<file path="src/common/sd_init_pkg.sv">
`default_nettype none

package sd_init_pkg;

  ////////////////////////////////////////////////////////////
  // Command frames, CRC included
  ////////////////////////////////////////////////////////////
  typedef logic [47:0] cmd_frame_t;

  localparam cmd_frame_t CMD0_FRAME   = 48'h40_0000_0000_95;
  localparam cmd_frame_t CMD8_FRAME   = 48'h48_0000_01AA_87;
  localparam cmd_frame_t CMD55_FRAME  = 48'h77_0000_0000_65;
  // HCS bit set
  localparam cmd_frame_t ACMD41_FRAME = 48'h69_4000_0000_77;
  localparam cmd_frame_t CMD58_FRAME  = 48'h7A_0000_0000_FD;

  // R1 byte first, then 32 bits of R3/R7 payload
  typedef struct packed {
    logic [7:0]  r1;
    logic [31:0] payload;
  } sd_resp_s;

  typedef union packed {
    logic [39:0] raw;
    sd_resp_s    f;
  } sd_resp_u;

  localparam logic [7:0]  R1_IDLE      = 8'h01;
  localparam logic [7:0]  R1_READY     = 8'h00;
  localparam logic [39:0] CMD8_EXPECT  = 40'h01_0000_01AA;
  localparam logic [39:0] CMD58_EXPECT = 40'h00_C0FF_8000;

  // Frame timing, in cycles of clock_100KHz
  localparam logic [14:0] POWER_UP_CYCLES = 15'd25064;
  localparam int IDLE_CLOCKS = 8;
  localparam int CMD_BITS    = 48;
  localparam int RESP_BITS   = 40;

  typedef enum logic [2:0] {
    SEL_NONE   = 3'd0,
    SEL_CMD0   = 3'd1,
    SEL_CMD8   = 3'd2,
    SEL_CMD55  = 3'd3,
    SEL_ACMD41 = 3'd4,
    SEL_CMD58  = 3'd5
  } resp_sel_t;

  typedef enum logic [2:0] {
    ID_CMD0,
    ID_CMD8,
    ID_CMD55,
    ID_ACMD41,
    ID_CMD58
  } cmd_id_t;

endpackage

`default_nettype wire

</file>
<file path="src/common/spi_frame_if.sv">
`timescale 1ns/1ns
`default_nettype none

interface spi_frame_if import sd_init_pkg::*; ();

  cmd_frame_t cmd_word;
  logic       capture_en;
  sd_resp_u   resp_word;
  logic       result_strobe;
  logic       init_done;

  modport fsm (output capture_en, output result_strobe, input cmd_word, input init_done);

  modport capture (input capture_en, output resp_word);

  modport sequencer (input resp_word, input result_strobe, output cmd_word, output init_done);

endinterface

`default_nettype wire

</file>
<file path="src/sd_spi/response_capture.sv">
`timescale 1ns/1ns
`default_nettype none

module response_capture import sd_init_pkg::*; (
  input  logic          clock_100KHz,
  input  logic          Clear_n,
  input  logic          miso,
  spi_frame_if.capture  bus
);

  logic [RESP_BITS-1:0] shift_reg;

  // Card drives on falling edge, sample on rising
  always_ff @(posedge clock_100KHz or negedge Clear_n) begin
    if (!Clear_n) begin
      shift_reg <= '0;
    end else if (bus.capture_en) begin
      shift_reg <= {shift_reg[RESP_BITS-2:0], miso};
    end
  end

  assign bus.resp_word = shift_reg;

endmodule

`default_nettype wire

</file>
<file path="src/sd_spi/spi_frame_fsm.sv">
`timescale 1ns/1ns
`default_nettype none

module spi_frame_fsm import sd_init_pkg::*; (
  input  logic            clock_100KHz,
  input  logic            Clear_n,
  input  logic            miso,
  spi_frame_if.fsm        bus,
  output logic            cs,
  output logic            mosi,
  output logic            init_pass
);

  typedef enum logic [2:0] {
    ST_RESET,
    ST_POWER_UP,
    ST_LEAD_IDLE,
    ST_COMMAND,
    ST_WAIT,
    ST_RESPONSE,
    ST_TRAIL_IDLE,
    ST_FINISH
  } phase_t;

  phase_t      state;
  logic [14:0] pwr_cnt;
  logic [5:0]  bit_cnt;
  logic        bit_last;

  // Last clock of each counted phase
  always_comb begin
    case (state)
      ST_LEAD_IDLE, ST_TRAIL_IDLE: bit_last = (bit_cnt == 6'(IDLE_CLOCKS - 1));
      ST_COMMAND:                  bit_last = (bit_cnt == 6'(CMD_BITS - 1));
      // Start bit is seen in the wait phase
      ST_RESPONSE:                 bit_last = (bit_cnt == 6'(RESP_BITS - 2));
      default:                     bit_last = 1'b0;
    endcase
  end

  ////////////////////////////////////////////////////////////
  // Phase machine, falling edge
  ////////////////////////////////////////////////////////////
  always_ff @(negedge clock_100KHz or negedge Clear_n) begin
    if (!Clear_n) begin
      state   <= ST_RESET;
      pwr_cnt <= '0;
      bit_cnt <= '0;
    end else begin
      case (state)
        ST_RESET: begin
          pwr_cnt <= '0;
          state   <= ST_POWER_UP;
        end
        ST_POWER_UP: begin
          if (pwr_cnt == POWER_UP_CYCLES - 15'd1) begin
            state <= ST_LEAD_IDLE;
          end else begin
            pwr_cnt <= pwr_cnt + 15'd1;
          end
        end
        ST_LEAD_IDLE: begin
          if (bit_last) begin
            state <= ST_COMMAND;
          end
        end
        ST_COMMAND: begin
          if (bit_last) begin
            state <= ST_WAIT;
          end
        end
        ST_WAIT: begin
          if (!miso) begin
            state <= ST_RESPONSE;
          end
        end
        ST_RESPONSE: begin
          if (bit_last) begin
            state <= ST_TRAIL_IDLE;
          end
        end
        ST_TRAIL_IDLE: begin
          if (bit_last) begin
            state <= bus.init_done ? ST_FINISH : ST_LEAD_IDLE;
          end
        end
        ST_FINISH: state <= ST_FINISH;
        default:   state <= ST_RESET;
      endcase

      if (state inside {ST_LEAD_IDLE, ST_COMMAND, ST_RESPONSE, ST_TRAIL_IDLE}) begin
        bit_cnt <= bit_last ? 6'd0 : bit_cnt + 6'd1;
      end else begin
        bit_cnt <= '0;
      end
    end
  end

  assign cs   = !(state inside {ST_LEAD_IDLE, ST_COMMAND, ST_WAIT, ST_RESPONSE});
  // MSB first
  assign mosi = (state == ST_COMMAND) ? bus.cmd_word[CMD_BITS - 1 - bit_cnt] : 1'b1;

  assign bus.capture_en    = state inside {ST_WAIT, ST_RESPONSE};
  // Second trailing idle clock
  assign bus.result_strobe = (state == ST_TRAIL_IDLE) && (bit_cnt == 6'd1);
  assign init_pass         = (state == ST_FINISH);

endmodule

`default_nettype wire

</file>
<file path="src/init_sequencer.sv">
`timescale 1ns/1ns
`default_nettype none

module init_sequencer import sd_init_pkg::*; (
  input  logic           clock_100KHz,
  input  logic           Clear_n,
  spi_frame_if.sequencer bus,
  output logic           cmd0_pass,
  output logic           cmd8_pass,
  output logic           cmd55_pass,
  output logic           acmd41_pass,
  output logic           cmd58_pass,
  output logic           store,
  output cmd_id_t        store_id,
  output sd_resp_u       store_resp
);

  cmd_id_t cur_cmd;
  logic    r1_idle;
  logic    r1_ready;
  logic    if_cond_ok;
  logic    ocr_ok;

  assign r1_idle    = (bus.resp_word.f.r1 == R1_IDLE);
  assign r1_ready   = (bus.resp_word.f.r1 == R1_READY);
  assign if_cond_ok = (bus.resp_word.raw == CMD8_EXPECT);
  assign ocr_ok     = (bus.resp_word.raw == CMD58_EXPECT);

  always_comb begin
    case (cur_cmd)
      ID_CMD8:   bus.cmd_word = CMD8_FRAME;
      ID_CMD55:  bus.cmd_word = CMD55_FRAME;
      ID_ACMD41: bus.cmd_word = ACMD41_FRAME;
      ID_CMD58:  bus.cmd_word = CMD58_FRAME;
      default:   bus.cmd_word = CMD0_FRAME;
    endcase
  end

  ////////////////////////////////////////////////////////////
  // Advance or retry on each result
  ////////////////////////////////////////////////////////////
  always_ff @(posedge clock_100KHz or negedge Clear_n) begin
    if (!Clear_n) begin
      cur_cmd       <= ID_CMD0;
      cmd0_pass     <= 1'b0;
      cmd8_pass     <= 1'b0;
      cmd55_pass    <= 1'b0;
      acmd41_pass   <= 1'b0;
      cmd58_pass    <= 1'b0;
      bus.init_done <= 1'b0;
    end else if (bus.result_strobe) begin
      case (cur_cmd)
        ID_CMD0: begin
          cmd0_pass <= r1_idle;
          cur_cmd   <= r1_idle ? ID_CMD8 : ID_CMD0;
        end
        ID_CMD8: begin
          cmd8_pass <= if_cond_ok;
          cur_cmd   <= if_cond_ok ? ID_CMD55 : ID_CMD8;
        end
        ID_CMD55: begin
          cmd55_pass <= r1_idle;
          cur_cmd    <= r1_idle ? ID_ACMD41 : ID_CMD55;
        end
        ID_ACMD41: begin
          acmd41_pass <= r1_ready;
          // Card still busy, go back through CMD55
          cur_cmd     <= r1_ready ? ID_CMD58 : ID_CMD55;
        end
        ID_CMD58: begin
          cmd58_pass <= ocr_ok;
          if (ocr_ok) begin
            bus.init_done <= 1'b1;
          end
        end
        default: cur_cmd <= ID_CMD0;
      endcase
    end
  end

  // Bank write happens on the same edge, before cur_cmd moves
  assign store      = bus.result_strobe;
  assign store_id   = cur_cmd;
  assign store_resp = bus.resp_word;

endmodule

`default_nettype wire

</file>
<file path="src/response_bank.sv">
`timescale 1ns/1ns
`default_nettype none

module response_bank import sd_init_pkg::*; (
  input  logic        clock_100KHz,
  input  logic        Clear_n,
  input  logic        store,
  input  cmd_id_t     store_id,
  input  sd_resp_u    store_resp,
  input  logic [2:0]  resp_sel,
  input  logic        resp_msb,
  output logic [31:0] response_out
);

  logic [7:0] cmd0_r1;
  logic [7:0] cmd55_r1;
  logic [7:0] acmd41_r1;
  sd_resp_u   cmd8_word;
  sd_resp_u   cmd58_word;

  always_ff @(posedge clock_100KHz or negedge Clear_n) begin
    if (!Clear_n) begin
      cmd0_r1    <= '0;
      cmd55_r1   <= '0;
      acmd41_r1  <= '0;
      cmd8_word  <= '0;
      cmd58_word <= '0;
    end else if (store) begin
      case (store_id)
        ID_CMD0:   cmd0_r1    <= store_resp.f.r1;
        ID_CMD8:   cmd8_word  <= store_resp;
        ID_CMD55:  cmd55_r1   <= store_resp.f.r1;
        ID_ACMD41: acmd41_r1  <= store_resp.f.r1;
        ID_CMD58:  cmd58_word <= store_resp;
        default:   cmd0_r1    <= cmd0_r1;
      endcase
    end
  end

  ////////////////////////////////////////////////////////////
  // Registered readback
  ////////////////////////////////////////////////////////////
  always_ff @(posedge clock_100KHz or negedge Clear_n) begin
    if (!Clear_n) begin
      response_out <= '0;
    end else begin
      case (resp_sel_t'(resp_sel))
        SEL_NONE:   response_out <= '0;
        SEL_CMD0:   response_out <= {24'd0, cmd0_r1};
        SEL_CMD8:   response_out <= resp_msb ? {24'd0, cmd8_word.f.r1} : cmd8_word.f.payload;
        SEL_CMD55:  response_out <= {24'd0, cmd55_r1};
        SEL_ACMD41: response_out <= {24'd0, acmd41_r1};
        SEL_CMD58:  response_out <= resp_msb ? {24'd0, cmd58_word.f.r1} : cmd58_word.f.payload;
        // Codes 6 and 7
        default:    response_out <= '0;
      endcase
    end
  end

endmodule

`default_nettype wire

</file>
<file path="src/sd_init_top.sv">
`timescale 1ns/1ns
`default_nettype none

module sd_init_top import sd_init_pkg::*; (
  input  logic        clock_100KHz,
  input  logic        Clear_n,
  input  logic        miso,
  input  logic [2:0]  resp_sel,
  input  logic        resp_msb,
  output logic        cs,
  output logic        mosi,
  output logic        init_pass,
  output logic        cmd0_pass,
  output logic        cmd8_pass,
  output logic        cmd55_pass,
  output logic        acmd41_pass,
  output logic        cmd58_pass,
  output logic [31:0] response_out
);

  logic     store;
  cmd_id_t  store_id;
  sd_resp_u store_resp;

  spi_frame_if frame_bus ();

  spi_frame_fsm u_fsm (
    .clock_100KHz (clock_100KHz),
    .Clear_n      (Clear_n),
    .miso         (miso),
    .bus          (frame_bus.fsm),
    .cs           (cs),
    .mosi         (mosi),
    .init_pass    (init_pass)
  );

  response_capture u_capture (
    .clock_100KHz (clock_100KHz),
    .Clear_n      (Clear_n),
    .miso         (miso),
    .bus          (frame_bus.capture)
  );

  init_sequencer u_sequencer (
    .clock_100KHz (clock_100KHz),
    .Clear_n      (Clear_n),
    .bus          (frame_bus.sequencer),
    .cmd0_pass    (cmd0_pass),
    .cmd8_pass    (cmd8_pass),
    .cmd55_pass   (cmd55_pass),
    .acmd41_pass  (acmd41_pass),
    .cmd58_pass   (cmd58_pass),
    .store        (store),
    .store_id     (store_id),
    .store_resp   (store_resp)
  );

  response_bank u_bank (
    .clock_100KHz (clock_100KHz),
    .Clear_n      (Clear_n),
    .store        (store),
    .store_id     (store_id),
    .store_resp   (store_resp),
    .resp_sel     (resp_sel),
    .resp_msb     (resp_msb),
    .response_out (response_out)
  );

endmodule

`default_nettype wire
</file>
<file path="config.mk">
export PLATFORM = sky130hd
export DESIGN_NAME = sd_init_top
export DESIGN_NICKNAME = d
export VERILOG_FILES = /design/src/common/sd_init_pkg.sv /design/src/common/spi_frame_if.sv /design/src/sd_spi/response_capture.sv /design/src/sd_spi/spi_frame_fsm.sv /design/src/init_sequencer.sv /design/src/response_bank.sv /design/src/sd_init_top.sv
export SDC_FILE = /design/constraint.sdc
export NUM_CORES = 1
export LEC_CHECK = 0
export ABC_AREA = 1
export BUFFER_PORTS_ARGS = -buffer_cell sky130_fd_sc_hd__buf_2
export CORE_ASPECT_RATIO = 1.4
export CORE_UTILIZATION = 40
export CTS_CLUSTER_SIZE = 8
export DETAILED_ROUTE_END_ITERATION = 12
export PLACE_DENSITY = 0.53
export SETUP_SLACK_MARGIN = 0.1
export SKIP_CTS_REPAIR_TIMING = 1
export SLEW_MARGIN = 20
export SYNTH_ARGS = -nofsm -noshare
export SYNTH_HDL_FRONTEND = slang
export SYNTH_SLANG_ARGS = --single-unit
</file>
<file path="constraint.sdc">
create_clock -name clock_100KHz -period 4.73 [get_ports clock_100KHz]
set_input_delay 1.419 -clock clock_100KHz [delete_from_list [all_inputs] [get_ports clock_100KHz]]
set_output_delay 1.419 -clock clock_100KHz [all_outputs]
set_load 0.02 [all_outputs]
</file>
Yosys cells after proc, flatten, opt, wreduce, memory -nomap -nowiden
Index checks and enable logic that the tools add are counted.
{ "word_totals": {"register_bits": 209} }
{ "classes": {"n_mux": 25, "eq_ne": 31, "n_reduce_logical": 19, "order_cmp": 1, "add_sub_neg": 3, "bitwise_logic": 1} }
{ "ops": {"columns": ["cell", "n"], "rows": [
  ["46-bit one-hot mux with 4 select lines", 1],
  ["32-bit one-hot mux with 5 select lines", 1],
  ["32-bit two-way mux", 2],
  ["40-bit by 32-bit equality test with 1-bit output, second input constant", 1],
  ["40-bit by 33-bit equality test with 1-bit output, second input constant", 1],
  ["32-bit by 7-bit less-than comparator with 1-bit output, second input constant", 1],
  ["15-bit one-hot mux with 2 select lines", 1],
  ["3-bit two-way mux", 8],
  ["3-bit one-hot mux with 8 select lines", 1],
  ["3-bit equality test, second input constant", 7],
  ["3-bit by 2-bit equality test with 1-bit output, second input constant", 6],
  ["15-bit by 1-bit adder with 15-bit output, second input constant", 1],
  ["15-bit equality test, second input constant", 1],
  ["15-bit two-way mux", 1],
  ["3-bit one-hot mux with 5 select lines", 1],
  ["2-bit AND reduction", 7],
  ["6-bit equality test, second input constant", 2],
  ["6-bit two-way mux", 2],
  ["2-bit by 1-bit inequality test with 1-bit output, second input constant", 5],
  ["3-bit by 1-bit equality test with 1-bit output, second input constant", 3],
  ["8-bit by 1-bit equality test with 1-bit output, second input constant", 1],
  ["8-bit zero test", 1],
  ["4-bit nonzero test", 2],
  ["6-bit by 6-bit subtractor with 7-bit output, first input constant", 1],
  ["16 further kinds", 22]
]} }

Depth between registers and ports, before layout
Gate-level depths: netlist (run 1).
{ "logic_depth": {"word_depth": 5, "depth_mapped": 12} }

Modules after synthesis
Synthesis (run 1) repeated with hierarchy kept, for this count alone.
{ "hier_totals": {"hier_cells": 1361, "hier_area_um2": 10695.3} }
{ "by_module_without_submodules": {"columns": ["mod", "cells_each", "area_per_inst_um2", "n_inst"], "rows": [
  ["response_bank", 647, 5586.6, 1],
  ["spi_frame_fsm", 343, 2187.1, 1],
  ["response_capture", 170, 1607.8, 1],
  ["init_sequencer", 201, 1313.8, 1]
]} }

==> reports/metrics.csv, run 1 <==
metric,value,unit
firstDrtPassIters,4,
root_buffer,clkbuf_16,
power.density,350,nW/um^2
clk_pin_slew,0.05,ns
place.gp.congestion,0.841,
grt_use_met1,23.6,%
routed_via_density,4.92,
yosysUniqueCellTypes,43,
cts_tree,built,
clk_latency,0.53,ns
dp.cells,1403,
cp-start-kind,flip-flop,
rsz0062_at_grt,yes,
grt_pass1_vias,7316,
yosysSeqAreaShare,57.1,%
drtIter0Drc,334,
synth_cells,1059,
synth_area,9170,um^2
worst_slew_pin_slew,0.962,ns
finalClockSkew,0.0112,ns
placed_area,9980,um^2
grt_max_degree,168,
cap_viol_max_count,0,
slowest_delay,0.51,ns
busiest_layer,met2,
path_buf_inv,3,
worstPathRequired,3.31,ns
cts_max_level,1,
synth_top_area_share,50.5,%
synth_area_leaders,"dfrtp_1, nand2_1, dfrtn_1",
grt_use_met2,36.0,%
finish.instance_area,11000,um^2
final_max_slew_viol_count,0,
synth_seq_cells,209,
synth_top_area_cell,dfrtp_1,
stdcell_count,1463,
worst_hold_slack,0.476,ns
synth_fp_nets,1071,
crit_family,flip-flops,
antenna_found_initial,0,
setup-tns-final,-2.21,ns
pin_count,47,
peakVddDrop,0.271,mV
die_width,130,um
cp.arrival,4.29,ns
clock_path_buffers,3,
final-hold-violation-count,0,
power_leakage,5.00,nW
layout-drive-gt1-share,14.9,%
area_growth,19.5,%
syn_avg_cell_area,8.65,um^2
path_class,reg -> out,
drc,0,
via_count,7195,
portBuffers,46,
clock-sinks,209,
crit_path_cell_trace,"buf_6, buf_6, nand3_1, a31oi_1, nand2_1, nand2_1, nand2_1, nand2_2, nand2_2, buf_6",
p_comb_share,1.9,%
grt_overflow,0,
layout_setup_ws,-0.979,ns
intPower,3.02,mW
grt_pass1_wl,36700,um
start_util,40.7,%
nNetsFinal,1150,
cp_slowest_cell,dfrtn_1,
grt_use_total,19.7,%
die_area,23500,um^2
reg2reg_setup_slack,0.45,ns
grt_util_met3,2.67,%
nFillCells,2238,
dp_hpwl,14400,um
p_switching,0.813,mW
slew_headroom,35.8,%
cts_buffers,30,
hold_class,reg -> reg,
power.total,3.83,mW
ys_warn_count,0,
violations,setup timing,
clockPowerShare,51.3,%
diodes,0,
core.rowCount,65,
die_h,181,um
routed_wl,21700,um
seqCellArea,5230,um^2
ant_nets,0,
core_area,22500,um^2
outcome,"finished, violations left",
wl_per_cell,14.8,um
multi_input_area,3450,um^2
cp-end-kind,primary output,
crit_fanout,5,
power.share.sequential,46.8,%
swShare,21.2,%
setup_viol,3,
Yosys cell counts, drive strengths merged:
library cell and n:
xnor2 1, nand2 312, xor2 8, or2 4, nand3b 1, a21oi 11
nand3 61, clkinv 2, a221oi 6, inv 86, ha 5, dfrtp 185
a211oi 1, clkbuf 16, nand4 22, o21a 1, a31oi 1, o22ai 5
buf 31, dfrtn 24, and3 3, nor2 59, o21ai 191, nor3 16
a21boi 1, o211ai 1, and2 1, nor4 3, nor3b 1
worst paths after layout:
| check | from | cells after the start | end |
|---|---|---|---|
| worst max-delay path | u_fsm.bit_cnt[1] | 10 | mosi |
| worst min-delay path | u_sequencer.cmd58_pass | 2 | u_sequencer.cmd58_pass |
| worst max register to register | u_fsm.bit_cnt[0] | 9 | u_bank.cmd55_r1[4] |
| worst min register to register | u_sequencer.cmd58_pass | 2 | u_sequencer.cmd58_pass |
| max in group asynchronous | Clear_n | 1 | u_fsm.bit_cnt[1] |
| min in group asynchronous | Clear_n | 1 | u_bank.response_out[17] |
per-stage QoR:
stage               worst slack, ns  util, %
floorplan                    -0.266        -
global placement             -0.477     44.3
detailed placement           -0.466     44.3
CTS                           -1.03     48.2
global route                  -1.09     48.6
finish                       -0.979     48.6
flip-flops by register name, indices dropped and copies added (netlist names), 6 cells and up:
register                 flops
u_capture.bus.resp_word     40
u_bank.cmd58_word           40
u_bank.cmd55_r1              8
u_bank.response_out         32
u_fsm.bit_cnt                6
u_fsm.pwr_cnt               15
u_bank.cmd0_r1               8
u_bank.acmd41_r1             8
u_bank.cmd8_word            40
metal layers:
layer / share of wire, % / routed length, um
met5: 0 / 0
met4: 2.4 / 518
met2: 52 / 11400
met3: 3.4 / 745
met1: 42 / 9060
area by class of cell:
cell class                      instances  area share (%)
Multi-Input combinational cell        715            31.5
Clock inverter                          1          0.0800
Clock buffer                           55            7.90
Tap cell                              301            3.44
Inverter                               88            3.05
Timing Repair Buffer                   94            6.25
Sequential cell                       209            47.7
worst register-to-register path, cell delays in order, from the launching register on:
cell     delay (ns)
dfrtn_1        0.52
buf_4          0.17
ha_1           0.15
nand2_1        0.11
nor2_4         0.14
nand3_4        0.11
inv_2          0.12
nand2_2        0.25
nand2_1        0.16
o21ai_1        0.07
power by group through the flow:
stage	clock [mW]	combinational, mW	sequential (mW)
after floorplan	0	0.0199	1.82
after global placement	0	0.0765	1.82
after detailed placement	0	0.0769	1.82
after CTS	2.02	0.0768	1.79
after global routing	2.10	0.0842	1.79
final	1.96	0.0723	1.79
layout by cell type (no fill, tap or decap), types with 21 or more instances in the layout:
cell	n
buf_2	42
buf_4	40
clkbuf_1	24
clkbuf_16	31
dfrtn_1	24
dfrtp_1	185
inv_1	73
nand2_1	301
nand3_1	57
nand4_1	21
nor2_1	51
o21ai_0	85
o21ai_1	106
cell families (layout without fill, tap and decap cells):
kind of cell               Yosys count  count (layout)  share of synthesized area [%]
buffers and inverters              135             238                           6.38
AOI/OAI and AO/OA                  218             218                           12.3
and+or+nand+nor                    483             483                           22.7
adders and majority gates            5               5                          0.683
xor gates and xnor gates             9               9                          0.860
DFF                                209             209                           57.1
Power figures use the tool's default switching activity.
==> run 2, diff against run 1 <==
==> constraint.sdc (replaced) <==
create_clock -name clock_100KHz -period 4.73 [get_ports clock_100KHz]
set_input_delay 0.7095 -clock clock_100KHz [delete_from_list [all_inputs] [get_ports clock_100KHz]]
set_output_delay 0.7095 -clock clock_100KHz [all_outputs]
set_load 0.02 [all_outputs]
==> run 2 against run 1 <==
  * The run still ends with setup timing left
  * Clock power is essentially flat
  * First-iteration DRC count rose by 39%
  * Core utilization fell by 1.0 points
  * Global-route usage is 0.21 points lower
  * Sequential power about the same
  * Wire length about the same
  * Sequential share of layout area up 1.0 points
  * Worst setup slack improved by 0.64 ns
==> reports/metrics.csv, run 2 (same netlist as run 1, synthesis figures left out) <==
metric,value,unit
cts_buffers,30,
firstDrtPassIters,5,
clock-sinks,209,
cpMostUsedCell,nor2_1,
final-hold-violation-count,0,
grt_pass1_wl,36500,um
outcome,"finished, violations left",
layout-drive-gt1-share,12.4,%
power_leakage,4.86,nW
die_area,23500,um^2
drtIter0Drc,465,
routed_via_density,5.00,
cap_viol_max_count,0,
layout_commonest_cell,nand2_1,
slowest_delay,0.53,ns
final_max_slew_viol_count,0,
cp_slowest_cell,dfrtn_1,
die_h,181,um
peakVddDrop,0.277,mV
clk_pin_slew,0.05,ns
nNetsFinal,1129,
setup_viol,1,
swShare,21.3,%
crit_family,flip-flops,
portBuffers,46,
dp_hpwl,13900,um
hold_class,in -> async,
start_util,40.7,%
die_width,130,um
place.gp.congestion,0.875,
final_cell_mix,"nand2_1, dfrtp_1, o21ai_1",
nFillCells,2231,
ant_nets,0,
crit_fanout,6,
power.density,357,nW/um^2
clock_path_buffers,3,
worst_slew_pin_slew,0.955,ns
pin_count,47,
clockPowerShare,51.3,%
routed_wl,21700,um
cp.arrival,4.36,ns
layout_setup_ws,-0.336,ns
finalClockSkew,0.0159,ns
core.rowCount,65,
drc,0,
final_core_util,47.6,%
p_comb_share,1.9,%
grt_pass1_vias,7310,
path_buf_inv,3,
slew_headroom,36.2,%
violations,setup timing,
antenna_found_initial,0,
intPower,3.02,mW
power.share.sequential,46.8,%
via_count,7207,
crit_path_cell_trace,"buf_6, nor2_4, buf_4, nand2_1, nand4_1, nor2_1, nor2_1, nor2_1, nand2_1, buf_6",
cp-end-kind,primary output,
grt_overflow,0,
grt_use_total,19.5,%
post-place-ws,0.161,ns
wl_per_cell,15.0,um
clk_latency,0.53,ns
cp-start-kind,flip-flop,
grt_max_degree,138,
root_buffer,clkbuf_16,
worstPathRequired,4.02,ns
cts_max_level,1,
path_class,reg -> out,
core_area,22500,um^2
p_switching,0.815,mW
cts_tree,built,
area_growth,17.0,%
diodes,0,
rsz0062_at_grt,yes,
-- run 2: cell types whose count changed in the layout (fill, tap and decap cells not counted), sizes merged --
cell,previous run,this run
clkbuf,55,56
buf,94,72
-- run 2: routing by layer --
metal / GRT usage (%) / up-vias / share of wire [%]
li1: - / 3594 / -
met1: 23.7 / 3485 / 43
met2: 35.6 / 87 / 52
met3: 2.49 / 41 / 2.8
met4: 5.40 / 0 / 2.2
met5: 0 / - / 0
-- run 2: cell type report --
type,count,area (um^2),area share (%)
inverter,88,333,3.10
clock buffer,55,866,8.07
sequential,209,5230,48.8
timing repair buffer,73,513,4.78
multi-input combinational,715,3400,31.7
clock inverter,1,8.76,0.0817
tap,301,377,3.51
-- run 2: worst reg2reg max path: cells and delay by family, from the launching register on --
family	cells	cell delay, ns
adder cells (fa/ha/maj)	1	0.18
buffers and inverters	4	0.77
flip-flops	1	0.50
AO/OA/AOI/OAI	1	0.09
AND/OR/NAND/NOR	5	0.41
-- run 2: stage by stage --
step | hold slack [ns] | std cells | setup TNS [ns] | power (mW) | area (um^2)
finish | 0.109 | 1442 | -0.336 | 3.83 | 10700
global route | 0.133 | 1442 | -0.446 | 3.98 | 10700
CTS | 0.117 | 1430 | -0.471 | 3.89 | 10600
detailed placement | 0.437 | 1374 | 0 | 1.90 | 9700
global placement | 0.432 | 1374 | 0 | 1.90 | 9700
floorplan | 0.414 | 1059 | 0 | 1.84 | 9170
-- run 2: path summary, 6_finish.rpt --
check                      cells after the start                 startpoint                         to  slack (ns)
setup / recovery                              10           u_fsm.bit_cnt[0]                       mosi       -0.34
max in group asynchronous                      1                    Clear_n             u_fsm.state[1]        2.04
hold reg to reg                                2  u_sequencer.bus.init_done  u_sequencer.bus.init_done        0.46
hold / removal                                 1                    Clear_n    u_bank.response_out[17]        0.11
setup reg to reg                              11           u_fsm.bit_cnt[1]      u_bank.cmd58_word[26]        0.36
min in group clock_100KHz                      2  u_sequencer.bus.init_done  u_sequencer.bus.init_done        0.46
-- run 2: power groups by stage --
stage | Clock [mW] | Combinational, mW | Sequential [mW]
global placement | 0 | 0.0755 | 1.82
finish | 1.97 | 0.0716 | 1.79
global route | 2.10 | 0.0829 | 1.79
detailed placement | 0 | 0.0757 | 1.82
floorplan | 0 | 0.0199 | 1.82
CTS | 2.02 | 0.0758 | 1.79
==> run 3, diff against run 2 <==
- ABC_AREA: 1 -> not set
==> run 3 against run 2 <==
  * First-iteration DRC count fell by 57%
  * Highest routed layer unchanged
  * Final area grew 0.72%
  * The flow still finishes with violations (setup timing)
  * Clock skew down 0.0050 ns
  * Sequential cell count is the same
  * Wire length is 6.5% lower
  * Largest cell class unchanged
  * Sequential power about the same
  * Global-route usage decreased by 1.4 points
  * Non-clock buffer count grew 4
  * Critical path type unchanged
  * Cell count decreased by 25%
==> reports/metrics.csv, run 3 <==
metric,value,unit
outcome,"finished, violations left",
violations,setup timing,
synth_top_area_share,51.2,%
cp-start-kind,flip-flop,
clock_path_buffers,3,
dp_hpwl,12800,um
ys.flop_type,dfrtp_1,
die_area,23200,um^2
grt_pass1_vias,6301,
hold_class,in -> async,
ff2ff_path_depth,7,
worst_slew_pin_slew,0.969,ns
place.gp.congestion,0.821,
stdcell_count,1085,
power.density,354,nW/um^2
die_width,129,um
cts_max_level,1,
path_buf_inv,2,
grt_max_degree,85,
pin_count,47,
synth_top_area_cell,dfrtp_1,
dp.cells,1024,
intPower,3.01,mW
drc,0,
yosysUniqueCellTypes,56,
routed_via_density,5.34,
layout_setup_ws,-0.579,ns
portBuffers,46,
async_flop_share,100,%
ys_warn_count,0,
final_core_util,49.1,%
worstPathRequired,4.02,ns
setup-tns-final,-0.671,ns
layout_commonest_cell,dfrtp_1,
rsz0062_at_grt,yes,
synth_commonest_cells,"dfrtp_1, mux2_2, nor2_1",
final_cell_mix,"dfrtp_1, mux2_2, nor2_1",
final_max_slew_viol_count,0,
grt_overflow,0,
core_area,22000,um^2
synth_seq_cells,209,
power.share.sequential,46.9,%
cts_buffers,30,
finalClockSkew,0.0109,ns
drtIter0Drc,201,
cp.depth,6,
placed_area,9760,um^2
peakVddDrop,0.261,mV
syn_avg_cell_area,13.0,um^2
cp_slowest_cell,dfrtn_1,
clock-sinks,209,
synth_area,9040,um^2
clk_pin_slew,0.05,ns
clockPowerShare,51.2,%
cap_viol_max_count,0,
cp.arrival,4.60,ns
post-place-ws,-0.0450,ns
synth_most_common_cell,dfrtp_1,
start_util,41.1,%
grt_pass1_wl,33100,um
crit_family,compound AO/OA/AOI/OAI gates,
slowest_delay,0.57,ns
synth_area_leaders,"dfrtp_1, mux2_2, dfrtn_1",
nNetsFinal,777,
core.rowCount,64,
power_leakage,5.29,nW
finish.instance_area,10800,um^2
diodes,0,
synth_edf_count,0,
nFillCells,2002,
grt_use_total,18.1,%
area_growth,19.5,%
cts_tree,built,
synth_fp_nets,706,
setup_viol,9,
path_class,reg -> out,
via_count,5799,
firstDrtPassIters,4,
swShare,21.1,%
cp-end-kind,primary output,
p_comb_share,1.9,%
clk_latency,0.53,ns
synth_cells,694,
layout-drive-gt1-share,37.9,%
routed_wl,20300,um
power.total,3.82,mW
crit_fanout,8,
crit_path_cell_trace,"inv_1, o41ai_2, o31ai_1, nand3_1, o2111ai_2, buf_4",
worst_hold_slack,0.236,ns
slew_headroom,35.2,%
die_h,180,um
p_switching,0.806,mW
final-hold-violation-count,0,
antenna_found_initial,0,
root_buffer,clkbuf_16,
yosysSeqAreaShare,57.8,%
wl_per_cell,18.7,um
ant_nets,0,
-- run 3: cells by family (layout without fill, tap and decap cells) --
kind of cell / count (synthesis) / count (layout) / share of synthesized area (%)
buffers and inverters: 45 / 139 / 2.08
AOI/OAI and AO/OA: 78 / 78 / 6.06
adders and majority gates: 5 / 5 / 0.692
xor gates and xnor gates: 18 / 18 / 1.74
and+or+nand+nor: 169 / 169 / 10.4
DFF: 209 / 209 / 57.8
muxes: 170 / 170 / 21.1
-- run 3: worst paths after layout --
| path | start | end | slack (ns) |
|---|---|---|---|
| min in group clock_100KHz | miso | u_capture.bus.resp_word[0] | 0.45 |
| hold / removal | Clear_n | u_bank.cmd58_word[0] | 0.24 |
| max in group asynchronous | Clear_n | u_fsm.pwr_cnt[11] | 1.77 |
| hold reg to reg | u_fsm.pwr_cnt[0] | u_fsm.pwr_cnt[0] | 0.47 |
| setup reg to reg | u_fsm.bit_cnt[0] | u_bank.cmd55_r1[7] | -0.02 |
| setup / recovery | u_fsm.bit_cnt[2] | mosi | -0.58 |
-- run 3: power groups by stage --
stage | sequential (mW) | clock, mW | combinational [mW]
floorplan | 1.82 | 0 | 0.0197
global placement | 1.82 | 0 | 0.0722
detailed placement | 1.82 | 0 | 0.0746
CTS | 1.79 | 2.01 | 0.0746
global route | 1.79 | 2.10 | 0.0827
finish | 1.79 | 1.95 | 0.0726
-- run 3: cell type report --
type	count	area [um^2]	area share [%]
flip-flops and latches	209	5230	48.4
multi-input cells	440	3770	34.9
clock buffers	54	862	7.98
repair buffers	77	534	4.94
well taps	297	372	3.44
inverters	7	26.3	0.243
clock inverters	1	8.76	0.0811
-- run 3: metal layers --
layer  GRT usage, %  wire, um  vias up
met5              0         0        -
met3           2.26       537       28
met2           32.7     10900       91
li1               -         -     2675
met1           22.1      8460     3005
met4           5.55       382        0
